<file path="src/rtl/wcache_cfg.svh">
//==========================================================================
// Size macros for the weight cache
//==========================================================================
`ifndef WCACHE_CFG_SVH
`define WCACHE_CFG_SVH

// PE-row ports sharing the single WRAM read port
`define WC_PORTS 4

// WRAM address width
`define WC_AW 13

// Weight width
`define WC_DW 8

// Hit-array entries, fully associative
`define WC_HIT_LEN 8

`endif

</file>
<file path="src/rtl/wcache_pkg.sv">
//==========================================================================
// Weight cache types
// Request, data, WRAM read and hit-entry structs, control states
//==========================================================================
`default_nettype none
`include "wcache_cfg.svh"

package wcache_pkg;

    typedef struct packed {
        logic [`WC_AW-1:0] add;
        logic              lst;
    } port_req_t;

    typedef struct packed {
        logic [`WC_DW-1:0] dat;
        logic              lst;
    } port_dat_t;

    // Read address tagged with the requesting port
    typedef struct packed {
        logic [`WC_AW-1:0]           add;
        logic                        lst;
        logic [$clog2(`WC_PORTS)-1:0] idx;
    } wram_req_t;

    typedef struct packed {
        logic [`WC_AW-1:0] add;
        logic [`WC_DW-1:0] dat;
        logic              vld;
    } hit_entry_t;

    typedef enum logic [1:0] {IDLE, CFG, WORK} wc_state_e;

endpackage

`default_nettype wire

</file>
<file path="src/rtl/wcache_ctrl.sv">
//==========================================================================
// Configuration FSM and mode latch
//==========================================================================
`default_nettype none
`timescale 1ns/1ps
`include "wcache_cfg.svh"

module wcache_ctrl
    import wcache_pkg::*;
(
    input  logic clk,
    input  logic rst_n,
    input  logic cfg_info_vld,
    input  logic cfg_wbuf_ena,
    output logic cfg_info_rdy,
    output logic work,
    output logic cached,
    output logic clear
);

    wc_state_e state;
    wc_state_e state_nxt;

    always_comb begin
        state_nxt = state;
        case (state)
            IDLE:    if (cfg_info_vld) state_nxt = CFG;
            CFG:     state_nxt = WORK;
            WORK:    if (cfg_info_vld) state_nxt = IDLE; // Back to idle, cache flushed
            default: state_nxt = IDLE;
        endcase
    end

    always_ff @(posedge clk or negedge rst_n) begin
        if (!rst_n) begin
            state <= IDLE;
        end else begin
            state <= state_nxt;
        end
    end

    // Mode sampled on the way into WORK
    always_ff @(posedge clk or negedge rst_n) begin
        if (!rst_n) begin
            cached <= 1'b0;
        end else if (state == CFG) begin
            cached <= cfg_wbuf_ena;
        end
    end

    assign cfg_info_rdy = (state == IDLE);
    assign work         = (state == WORK);
    assign clear        = (state != WORK); // Flush while not working

endmodule

`default_nettype wire

</file>
<file path="config.mk">
export PLATFORM = sky130hd
export DESIGN_NAME = wcache_ctrl
export DESIGN_NICKNAME = d
export VERILOG_FILES = /design/src/rtl/wcache_pkg.sv /design/src/rtl/wcache_ctrl.sv
export VERILOG_INCLUDE_DIRS = /design/src /design/src/rtl
export SDC_FILE = /design/constraint.sdc
export NUM_CORES = 1
export LEC_CHECK = 0
export BUFFER_PORTS_ARGS = -buffer_cell sky130_fd_sc_hd__buf_2
export CAP_MARGIN = 15
export CORE_AREA = 2 2 39 41
export DETAILED_ROUTE_END_ITERATION = 16
export DIE_AREA = 0 0 41 43
export PLACE_DENSITY_LB_ADDON = 0.15
export SYNTH_ARGS = -nofsm -noshare
export SYNTH_HDL_FRONTEND = slang
export SYNTH_SLANG_ARGS = --single-unit
</file>
<file path="constraint.sdc">
create_clock -name clk -period 1.7 [get_ports clk]
set_clock_uncertainty 0.05 [all_clocks]
set_input_delay 0 -clock clk [delete_from_list [all_inputs] [get_ports clk]]
set_output_delay 0 -clock clk [all_outputs]
set_load 0.01 [all_outputs]
</file>
; ---- Yosys cells after proc, flatten, opt, wreduce, memory -nomap -nowiden
; Index checks and enable logic that the tools add are counted.
[totals]
memories = 0
output_inout_bits = 4
rom_bits = 0
elab_cells = 12
regBits = 3
ram_bits = 0
input_bits = 4
latchBits = 0
[op_classes]
div = 0
n_mux = 3
multipliers = 0
eq_ne = 5
bitwise_logic = 0
addsub = 0
n_reduce_logical = 2
n_shift = 0
n_lt_le_gt_ge = 0
[ops]
columns = cell, n
row1 = $ne A2 B2 Y1 const B, 3
row2 = $pmux W2 S3, 1
row3 = $mux W2, 2
row4 = $eq A2 B1 Y1 const B, 1
row5 = $eq A2 B2 Y1 const B, 1
row6 = $logic_not A2 Y1, 1
row7 = $reduce_and A2 Y1, 1

; ---- Logic depth before layout (Yosys ltp)
; Gate-level depths: netlist of the first run.
[depth]
word_depth = 3
mapped_depth = 3
mapped_depth_nobuf = 3

; ---- Least setup slack after synthesis of the first run
; Ideal clock, no wire load.
[synth_path]
path_kind = register to register
start = register state[1]
end = register cached
t_arrival_ns = 0.806
path_buffers = 0
setup_time_ns = 0.125
setup_slack_ns = 0.719
synth_period_minus_slack_ns = 0.981
path_stages_with_launch = 3
required_time_ns = 1.525
path_cell_list = dfrtp_1 nand2b_1 mux2_4
[synth_via]
elab_chain_cells = 1
[synth_rtl]
columns = item, line_no
row1 = from (decl), wcache_ctrl.sv:21  ; wc_state_e state;
row2 = from (signal assigned), wcache_ctrl.sv:38  ; state <= state_nxt;
row3 = $eq A2 B1 Y1, wcache_ctrl.sv:46  ; end else if (state == CFG) begin
row4 = to (signal assigned), wcache_ctrl.sv:47  ; cached <= cfg_wbuf_ena;
row5 = to (decl), wcache_ctrl.sv:17  ; output logic cached,
; No other way between the ends.
; A chain may end at the register's enable or synchronous reset.

; ---- Worst setup path after layout of the first run
; Same ends and word-level chain as after synthesis.

==> reports/results.tsv, run 1 <==
stage	metric	value	unit
finish	# diodes	0	
worst_setup_path	Critical Path RT	1.77	ns
sta	Max Slew Vio Count	0	
global_routing	vias in the first global route	140	
worst_setup_path	critical path class	register to register	
sta	final setup TNS	0	ns
clock_network	CTS tree	built	
synthesis	Post-Syn Area per Cell	12.4	um^2
sta	fmax	0.991	GHz
floorplanning	# IOs	8	
clock_network	CTS Buffer Depth	2	
routing	DR vias/cell	2.88	
finish	Area Overhead vs Synth	89.9	%
power	cell area power density	1750	nW/um^2
routing	antenna viol nets, final	0	
flow_run	# Max-Cap Violations	0	
floorplanning	die width	41	um
finish	layout cells sized above 1	0.542	
sta	Slew HR	0.923	
synthesis	register area share after synthesis	0.606	
global_routing	GRT Residual Overflow	0	
clock_network	hold buffers post-CTS	3	
floorplanning	core area	1380	um^2
finish	commonest non-fill, non-tap cell in the layout	buf_2	
worst_setup_path	CP Launch Type	register	
worst_setup_path	crit end category	register	
floorplanning	Initial Util	0.0895	
global_routing	initial antenna violation count	0	
clock_network	post-CTS sizing	0	
clock_network	# H-tree levels	1	
routing	DR iter-0 viols	3	
synthesis	warnings from Yosys	0	
synthesis	Mapped Nets	14	
sta	Hold Slack	0.0540	ns
clock_network	worst skew pair latency	0.23	ns
synthesis	Post-Synthesis Cells	10	
sta	fin crit period	1.01	ns
power	total chip power	412	uW
outcome	status	complete, no violations	
floorplanning	Die ar.	1760	um^2
worst_setup_path	CP Max Fanout	3	
floorplanning	height of the die	43	um
placement	Port-buffer cells	7	
clock_network	CTS clk-pin slew, worst paths	0.04	ns
routing	routed wire length	306	um
clock_network	# clock sinks	3	
synthesis	Cell Area, Synth	124	um^2
synthesis	Yosys cell types	8	
synthesis	flops & latches, synth	3	
sta	Tightest Pin Transition	0.114	ns
routing	DRC Markers	0	
placement	Setup WS pre-CTS	0.682	ns
routing	drt wl/cell	7.65	um
routing	TritonRoute pass-1 iters	2	
hold_path	HP Class	input pin to async pin	
routing	via count	115	
sta	Final Cycle Share	0.593	
clock_network	clock buffer count from CTS	3	
power	Leakage Power	0.114	nW
finish	layout net count	29	
placement	DP HPWL	227	um
clock_network	Post-CTS Setup Bufs	0	
finish	most frequent cells in the layout	buf_2 (7), dfrtp_1 (3), clkbuf_4 (3), dlygate4sd3_1 (3)	
floorplanning	Rows	14	
sta	Final Hold Violating Endpoints	0	
global_routing	global router's overall resource usage	0.0544	
finish	Finished Core Util	0.170	
placement	RD Place Congestion	0.610	
clock_network	Root Driver	clkbuf_4	
sta	PnR worst setup slack	0.691	ns
power	Max VDD drop	0.000508	V
worst_setup_path	Reg2Reg Setup Slack	0.69	ns
sta	unrepaired setup endpoints after global routing	false	
worst_setup_path	WP data arrival	1.08	ns
global_routing	largest net degree at the start of global routing	4	
global_routing	first-pass GRT wire length	558	um
sta	final setup violating endpoints	0	
[worst max-delay path, stage by stage (launching register included)]
cell and delay (ns):
dfrtp_1 0.37, nand2b_1 0.17, mux2_4 0.30
[registers in the layout, indices dropped and copies added, names as in the netlist]
signal  cells
state       2
cached      1
[layer usage]
metal  vias up  wire [um]  share of wire  global-route usage
met2         8        117           0.38              0.0531
li1         59          -              -                   -
met5         -          0              0                   0
met4         0          0              0              0.0800
met1        48        148           0.48              0.0617
met3         0         39           0.13              0.0314
[synthesized netlist by cell type]
cell      count  area, um^2
nand2b_1      1        6.26
mux2_4        1        15.0
o21ai_1       1        5.00
and2_1        1        6.26
inv_2         1        3.75
nor2_1        1        3.75
dfrtp_1       3        75.1
nor2b_2       1        8.76
[cell type report]
class / instances / area (um^2)
clock buffers: 4 / 26.3
fillers: 164 / 1150
inverters: 1 / 3.75
multi-input cells: 6 / 45.0
flip-flops and latches: 3 / 75.1
well taps: 16 / 20.0
repair buffers: 10 / 65.1
[logic make-up after synthesis]
| family | Yosys count | share of synthesized area |
|---|---|---|
| AOI/OAI and AO/OA | 1 | 0.0404 |
| buffers and inverters | 1 | 0.0303 |
| DFF | 3 | 0.606 |
| muxes | 1 | 0.121 |
| and+or+nand+nor | 4 | 0.202 |
[metrics by stage]
stage,instances,area (um^2)
floorplan,10,124
global placement,33,179
detailed placement,33,179
CTS,40,235
global route,40,235
finish,40,235
[worst paths after layout]
path | endpoint | startpoint | depth (start not counted)
min in group clk | state[1] | cfg_info_vld | 3
hold / removal | cached | rst_n | 2
setup reg to reg | cached | state[1] | 2
hold reg to reg | cached | cached | 1
max in group asynchronous | state[1] | rst_n | 2
setup / recovery | cached | state[1] | 2
[power by group]
| group | internal (mW) | switching [mW] |
|---|---|---|
| Combinational | 0.0861 | 0.0764 |
| Sequential | 0.104 | 0.0202 |
| Clock | 0.0880 | 0.0376 |
| Total | 0.278 | 0.134 |
No activity file was read; power rests on OpenSTA's default activity.
==> run 2, diff against run 1 <==
==> constraint.sdc (replaced) <==
create_clock -name clk -period 0.9 [get_ports clk]
set_clock_uncertainty 0.05 [all_clocks]
set_input_delay 0 -clock clk [delete_from_list [all_inputs] [get_ports clk]]
set_output_delay 0 -clock clk [all_outputs]
set_load 0.01 [all_outputs]
==> run 2 against run 1 <==
  * The flow now finishes with violations (setup timing)
  * Routed wire length up 15%
  * Via count grew 17%
  * Utilization increased by 4.3 points
  * Register-to-register slack lost 0.85 ns
  * Clock power grew 91%
  * Die area unchanged
  * Setup slack got worse by 0.85 ns
  * Non-clock buffer count rose by 4
  * Combinational power rose to 3.3 times the previous value
  * Global-route usage increased by 0.98 points
  * Sequential power is 90% higher
  * Clock-buffer cell count did not move
==> reports/results.tsv, run 2 (synthesis results as in run 1) <==
stage	metric	value	unit
clock_network	Root Driver	clkbuf_4	
sta	PnR worst setup slack	-0.163	ns
worst_setup_path	Reg2Reg Setup Slack	-0.16	ns
routing	DR vias/cell	3.05	
finish	post-route cell area	295	um^2
floorplanning	Rows	14	
routing	routed wire length	353	um
sta	Slew HR	0.931	
clock_network	CTS Buffer Depth	2	
floorplanning	height of the die	43	um
finish	Top reg by flops	state	
global_routing	largest net degree at the start of global routing	4	
finish	Area Overhead vs Synth	138	%
power	Reg power frac	0.234	
clock_network	CTS clk-pin slew, worst paths	0.04	ns
worst_setup_path	critical path class	register to register	
finish	# diodes	0	
clock_network	# clock sinks	3	
clock_network	worst skew pair latency	0.24	ns
worst_setup_path	CP Max Fanout	2	
global_routing	global router's overall resource usage	0.0642	
worst_setup_path	Critical Path RT	0.96	ns
power	Max VDD drop	0.00154	V
placement	Area after DPL	201	um^2
worst_setup_path	CP Launch Type	register	
sta	final setup TNS	-0.705	ns
outcome	status	complete, but fails checks	
clock_network	clock buffer count from CTS	3	
power	Pint	700	uW
flow_run	# Max-Cap Violations	0	
placement	RD Place Congestion	0.565	
finish	biggest regs	state: 2 flops, cached: 1 flops	
sta	Final Hold Violating Endpoints	0	
routing	DRC Markers	0	
placement	Setup WS pre-CTS	-0.0609	ns
sta	unrepaired setup endpoints after global routing	true	
floorplanning	die width	41	um
floorplanning	Initial Util	0.0895	
placement	placed insts	35	
placement	Port-buffer cells	7	
floorplanning	core area	1380	um^2
sta	Tightest Pin Transition	0.104	ns
finish	non-filler instance count after layout	44	
routing	DR iter-0 viols	4	
global_routing	initial antenna violation count	0	
finish	commonest non-fill, non-tap cell in the layout	buf_2	
finish	fillers	153	
outcome	violated checks	setup timing	
routing	TritonRoute pass-1 iters	2	
sta	final setup violating endpoints	5	
finish	most frequent cells in the layout	buf_2 (6), dfrtp_1 (3), clkbuf_4 (3), dlygate4sd3_1 (3), buf_6 (3)	
clock_network	# H-tree levels	1	
global_routing	first-pass GRT wire length	621	um
finish	layout net count	33	
power	Switch Pwr	311	uW
routing	drt wl/cell	8.02	um
worst_setup_path	crit end category	register	
routing	via count	134	
power	power share of the combinational group	0.528	
worst_setup_path	worst reg-to-reg path cell count	3	
clock_network	CTS tree	built	
routing	antenna viol nets, final	0	
worst_setup_path	CP Launch Point	state[0]	
worst_setup_path	worst r2r src	state[0]	
power	Clock power frac	0.239	
worst_setup_path	reg2reg end	cached	
finish	layout cells sized above 1	0.679	
sta	Final Cycle Share	1.18	
worst_setup_path	WP data arrival	1.13	ns
floorplanning	# IOs	8	
global_routing	GRT Residual Overflow	0	
finish	Largest register FFs	2	
sta	fin crit period	1.06	ns
global_routing	vias in the first global route	170	
sta	Max Slew Vio Count	0	
power	cell area power density	3420	nW/um^2
hold_path	HP Class	input pin to async pin	
floorplanning	Die ar.	1760	um^2
worst_setup_path	CP Capture Point	cached	
power	Leakage Power	0.147	nW
sta	Hold Slack	0.0456	ns
power	switch share	0.307	
sta	fmax	0.941	GHz
==> run 2: timing repair <==
action                                  4_1_cts  5_1_grt
endpoints found under the setup margin        6        6
hold endpoints to repair                      6        0
gates resized for setup                       3        2
pin swaps                                     0        0
gates cloned                                  0        0
buffers inserted                              2        0
hold buffers                                  3        0
==> run 2: final cells by class <==
class	instances	area [um^2]	area share
tap	16	20.0	0.0678
clock buffer	4	26.3	0.0890
inverter	1	3.75	0.0127
timing repair buffer	14	109	0.369
sequential	3	75.1	0.254
multi-input combinational	6	61.3	0.208
==> run 2: power groups by stage <==
stage          combinational (mW)  clock [mW]  sequential [mW]
2_1_floorplan               0.200           0            0.251
3_3_place_gp                0.384           0            0.236
3_5_place_dp                0.380           0            0.237
4_1_cts                     0.510       0.251            0.230
5_1_grt                     0.576       0.281            0.245
6_report                    0.533       0.241            0.236
==> run 2: metrics by stage <==
step / utilization / power (mW)
after floorplan: - / 0.451
after global placement: 0.146 / 0.619
after detailed placement: 0.146 / 0.617
after CTS: 0.208 / 0.992
after global routing: 0.213 / 1.10
final: 0.213 / 1.01
==> run 2: worst max-delay path, cell delays in order (launching register included) <==
cell and delay [ns]:
dfrtp_1 0.38, buf_4 0.15, nand2b_4 0.07, mux2_4 0.29
==> run 2: how the worst min path moves through the flow <==
stage,start,to,slack (ns),depth (start not counted)
6_report,rst_n,state[0],0.05,2
5_1_grt,rst_n,state[0],0.05,2
4_1_cts,rst_n,state[0],0.04,2
3_5_place_dp,rst_n,cached,-0.24,1
3_3_place_gp,rst_n,cached,-0.25,1
2_1_floorplan,rst_n,cached,-0.35,0
==> run 2: metal layers <==
layer	up-vias	global-route usage	wire (um)
li1	67	-	-
met1	57	0.0609	161
met2	10	0.0656	138
met3	0	0.0785	53
met4	0	0.0600	0
met5	-	0	0
==> run 3, diff against run 2 <==
--- a/config.mk
+++ b/config.mk
@@ -6,12 +6,15 @@
 export SDC_FILE = /design/constraint.sdc
 export NUM_CORES = 1
 export LEC_CHECK = 0
+export ABC_AREA = 1
 export BUFFER_PORTS_ARGS = -buffer_cell sky130_fd_sc_hd__buf_2
 export CAP_MARGIN = 15
 export CORE_AREA = 2 2 39 41
+export CTS_CLUSTER_DIAMETER = 60
 export DETAILED_ROUTE_END_ITERATION = 16
 export DIE_AREA = 0 0 41 43
 export PLACE_DENSITY_LB_ADDON = 0.15
 export SYNTH_ARGS = -nofsm -noshare
 export SYNTH_HDL_FRONTEND = slang
 export SYNTH_SLANG_ARGS = --single-unit
+export TNS_END_PERCENT = 10
==> run 3 against run 2 <==
  * The run still ends with setup timing left
  * Clock power is essentially flat
  * Global-route usage shrank 0.68 points
  * Worst hold slack lost 0.0048 ns
==> reports/results.tsv, run 3 <==
stage	metric	value	unit
outcome	status	complete, but fails checks	
outcome	violated checks	setup timing	
floorplanning	die width	41	um
worst_setup_path	critical path class	register to primary output	
routing	routed wire length	383	um
sta	fmax	1.04	GHz
worst_setup_path	Critical Path RT	0.85	ns
sta	Final Hold Violating Endpoints	0	
worst_setup_path	CP Launch Type	register	
clock_network	worst skew pair latency	0.24	ns
finish	Area Overhead vs Synth	110	%
global_routing	initial antenna violation count	0	
global_routing	largest net degree at the start of global routing	5	
sta	Final Cycle Share	1.07	
flow_run	# Max-Cap Violations	0	
finish	non-filler instance count after layout	49	
floorplanning	Rows	14	
placement	placed insts	39	
sta	Slew HR	0.904	
clock_network	CTS Buffer Depth	2	
worst_setup_path	worst reg-to-reg path cell count	5	
worst_setup_path	Reg2Reg Setup Slack	0.03	ns
global_routing	first-pass GRT wire length	572	um
power	Leakage Power	0.147	nW
worst_setup_path	crit end category	primary output	
clock_network	CTS tree	built	
sta	Tightest Pin Transition	0.143	ns
synthesis	top cells by area, synth	dfrtp_1 (57%), inv_1 (8.5%), nand2_1 (8.5%)	
synthesis	Post-Synth Simple-Gate Area	0.321	
routing	DR iter-0 viols	4	
sta	unrepaired setup endpoints after global routing	true	
clock_network	Root Driver	clkbuf_4	
worst_setup_path	CP Max Fanout	3	
synthesis	Compound-Gate Fraction of Synth Area	0	
global_routing	global router's overall resource usage	0.0573	
global_routing	vias in the first global route	157	
finish	layout cells sized above 1	0.545	
floorplanning	Initial Util	0.0958	
routing	antenna viol nets, final	0	
clock_network	# clock sinks	3	
finish	post-route cell area	279	um^2
global_routing	GRT Residual Overflow	0	
finish	# diodes	0	
floorplanning	height of the die	43	um
finish	Largest register FFs	2	
synthesis	Yosys top cell by area	dfrtp_1	
placement	Area after DPL	188	um^2
worst_setup_path	reg2reg end	cached	
worst_setup_path	CP Launch Point	state[0]	
synthesis	Post-Synthesis Cells	16	
finish	layout net count	38	
floorplanning	Die ar.	1760	um^2
synthesis	XOR/XNOR share of the synthesized area	0	
placement	Port-buffer cells	7	
synthesis	Cell Area, Synth	133	um^2
synthesis	Post-synth EDFFs	0	
clock_network	CTS clk-pin slew, worst paths	0.04	ns
floorplanning	# IOs	8	
synthesis	Post-Syn Area per Cell	8.29	um^2
power	Max VDD drop	0.000721	V
routing	TritonRoute pass-1 iters	4	
power	cell area power density	3310	nW/um^2
synthesis	largest family of logic cells by synthesized area	simple AND/OR/NAND/NOR gates	
synthesis	synth cell count leaders	dfrtp_1 (3), inv_1 (3), nand2_1 (3), nand3_1 (2)	
synthesis	mux share of post-synthesis cell area	0	
finish	commonest non-fill, non-tap cell in the layout	buf_2	
hold_path	HP Class	input pin to async pin	
synthesis	warnings from Yosys	0	
synthesis	register area share after synthesis	0.566	
sta	PnR worst setup slack	-0.0607	ns
routing	drt wl/cell	7.82	um
synthesis	Mapped Nets	20	
clock_network	# H-tree levels	1	
routing	DR vias/cell	3.20	
worst_setup_path	worst r2r src	state[1]	
worst_setup_path	WP data arrival	0.91	ns
finish	biggest regs	state: 2 flops, cached: 1 flops	
sta	Max Slew Vio Count	0	
synthesis	Yosys cell types	9	
synthesis	area share of the largest cell type after synthesis	0.566	
routing	via count	157	
synthesis	adder-cell area share of the yosys netlist	0	
floorplanning	core area	1380	um^2
clock_network	clock buffer count from CTS	3	
placement	RD Place Congestion	0.544	
sta	final setup violating endpoints	3	
sta	fin crit period	0.961	ns
routing	DRC Markers	0	
synthesis	flops & latches, synth	3	
finish	fillers	152	
synthesis	fraction of registers with async set/reset	1.00	
finish	Top reg by flops	state	
synthesis	Main synth FF type	dfrtp_1	
==> run 3: area by class of cell <==
type / count / area (um^2) / share of cell area
clock buffers: 4 / 26.3 / 0.0942
inverters: 4 / 15.0 / 0.0538
multi-input cells: 9 / 47.5 / 0.170
flip-flops and latches: 3 / 76.3 / 0.274
well taps: 16 / 20.0 / 0.0717
repair buffers: 13 / 93.8 / 0.336
==> run 3: cells by family after synthesis <==
| family | count (synthesis) |
|---|---|
| buf+inv | 4 |
| flops | 3 |
| simple gates | 9 |
==> run 3: metal layers <==
| metal | wire length [um] | vias to the layer above | GRT usage |
|---|---|---|---|
| li1 | - | 81 | - |
| met1 | 171 | 66 | 0.0583 |
| met2 | 165 | 10 | 0.0656 |
| met3 | 47 | 0 | 0.0314 |
| met4 | 0 | 0 | 0.0800 |
| met5 | 0 | - | 0 |
==> run 3: repair_timing <==
action	4_1_cts	5_1_grt
setup endpoints to repair	3	4
hold endpoints to repair	6	0
hold buffers	3	0
gates resized for setup	2	1
buffers inserted	3	0
==> run 3: per-stage QoR <==
step / TNS [ns] / setup WS (ns) / utilization / total power, mW / hold slack [ns]
after floorplan: 0 / 0.132 / - / 0.423 / -0.346
after global placement: 0 / 0.102 / 0.136 / 0.541 / -0.253
after detailed placement: 0 / 0.104 / 0.136 / 0.541 / -0.248
after CTS: -0.165 / -0.0779 / 0.197 / 0.907 / 0.0308
after global routing: -0.293 / -0.112 / 0.202 / 1.00 / 0.0514
final: -0.128 / -0.0607 / 0.202 / 0.925 / 0.0408
==> run 3: worst max path at each step <==
stage                   to  cells past startpoint
floorplan           cached                      4
global placement    cached                      4
detailed placement  cached                      4
CTS                  clear                      3
global route         clear                      3
finish               clear                      3
==> run 3: report_power, final <==
group	leakage [nW]	switching [mW]	internal [mW]
Sequential	0.0366	0.0442	0.198
Clock	0.0150	0.0749	0.167
Combinational	0.0958	0.213	0.229
==> run 3: critical path: stages (launching register included) <==
cell     delay (ns)
dfrtp_2        0.40
nor2_2         0.11
inv_1          0.05
buf_6          0.11
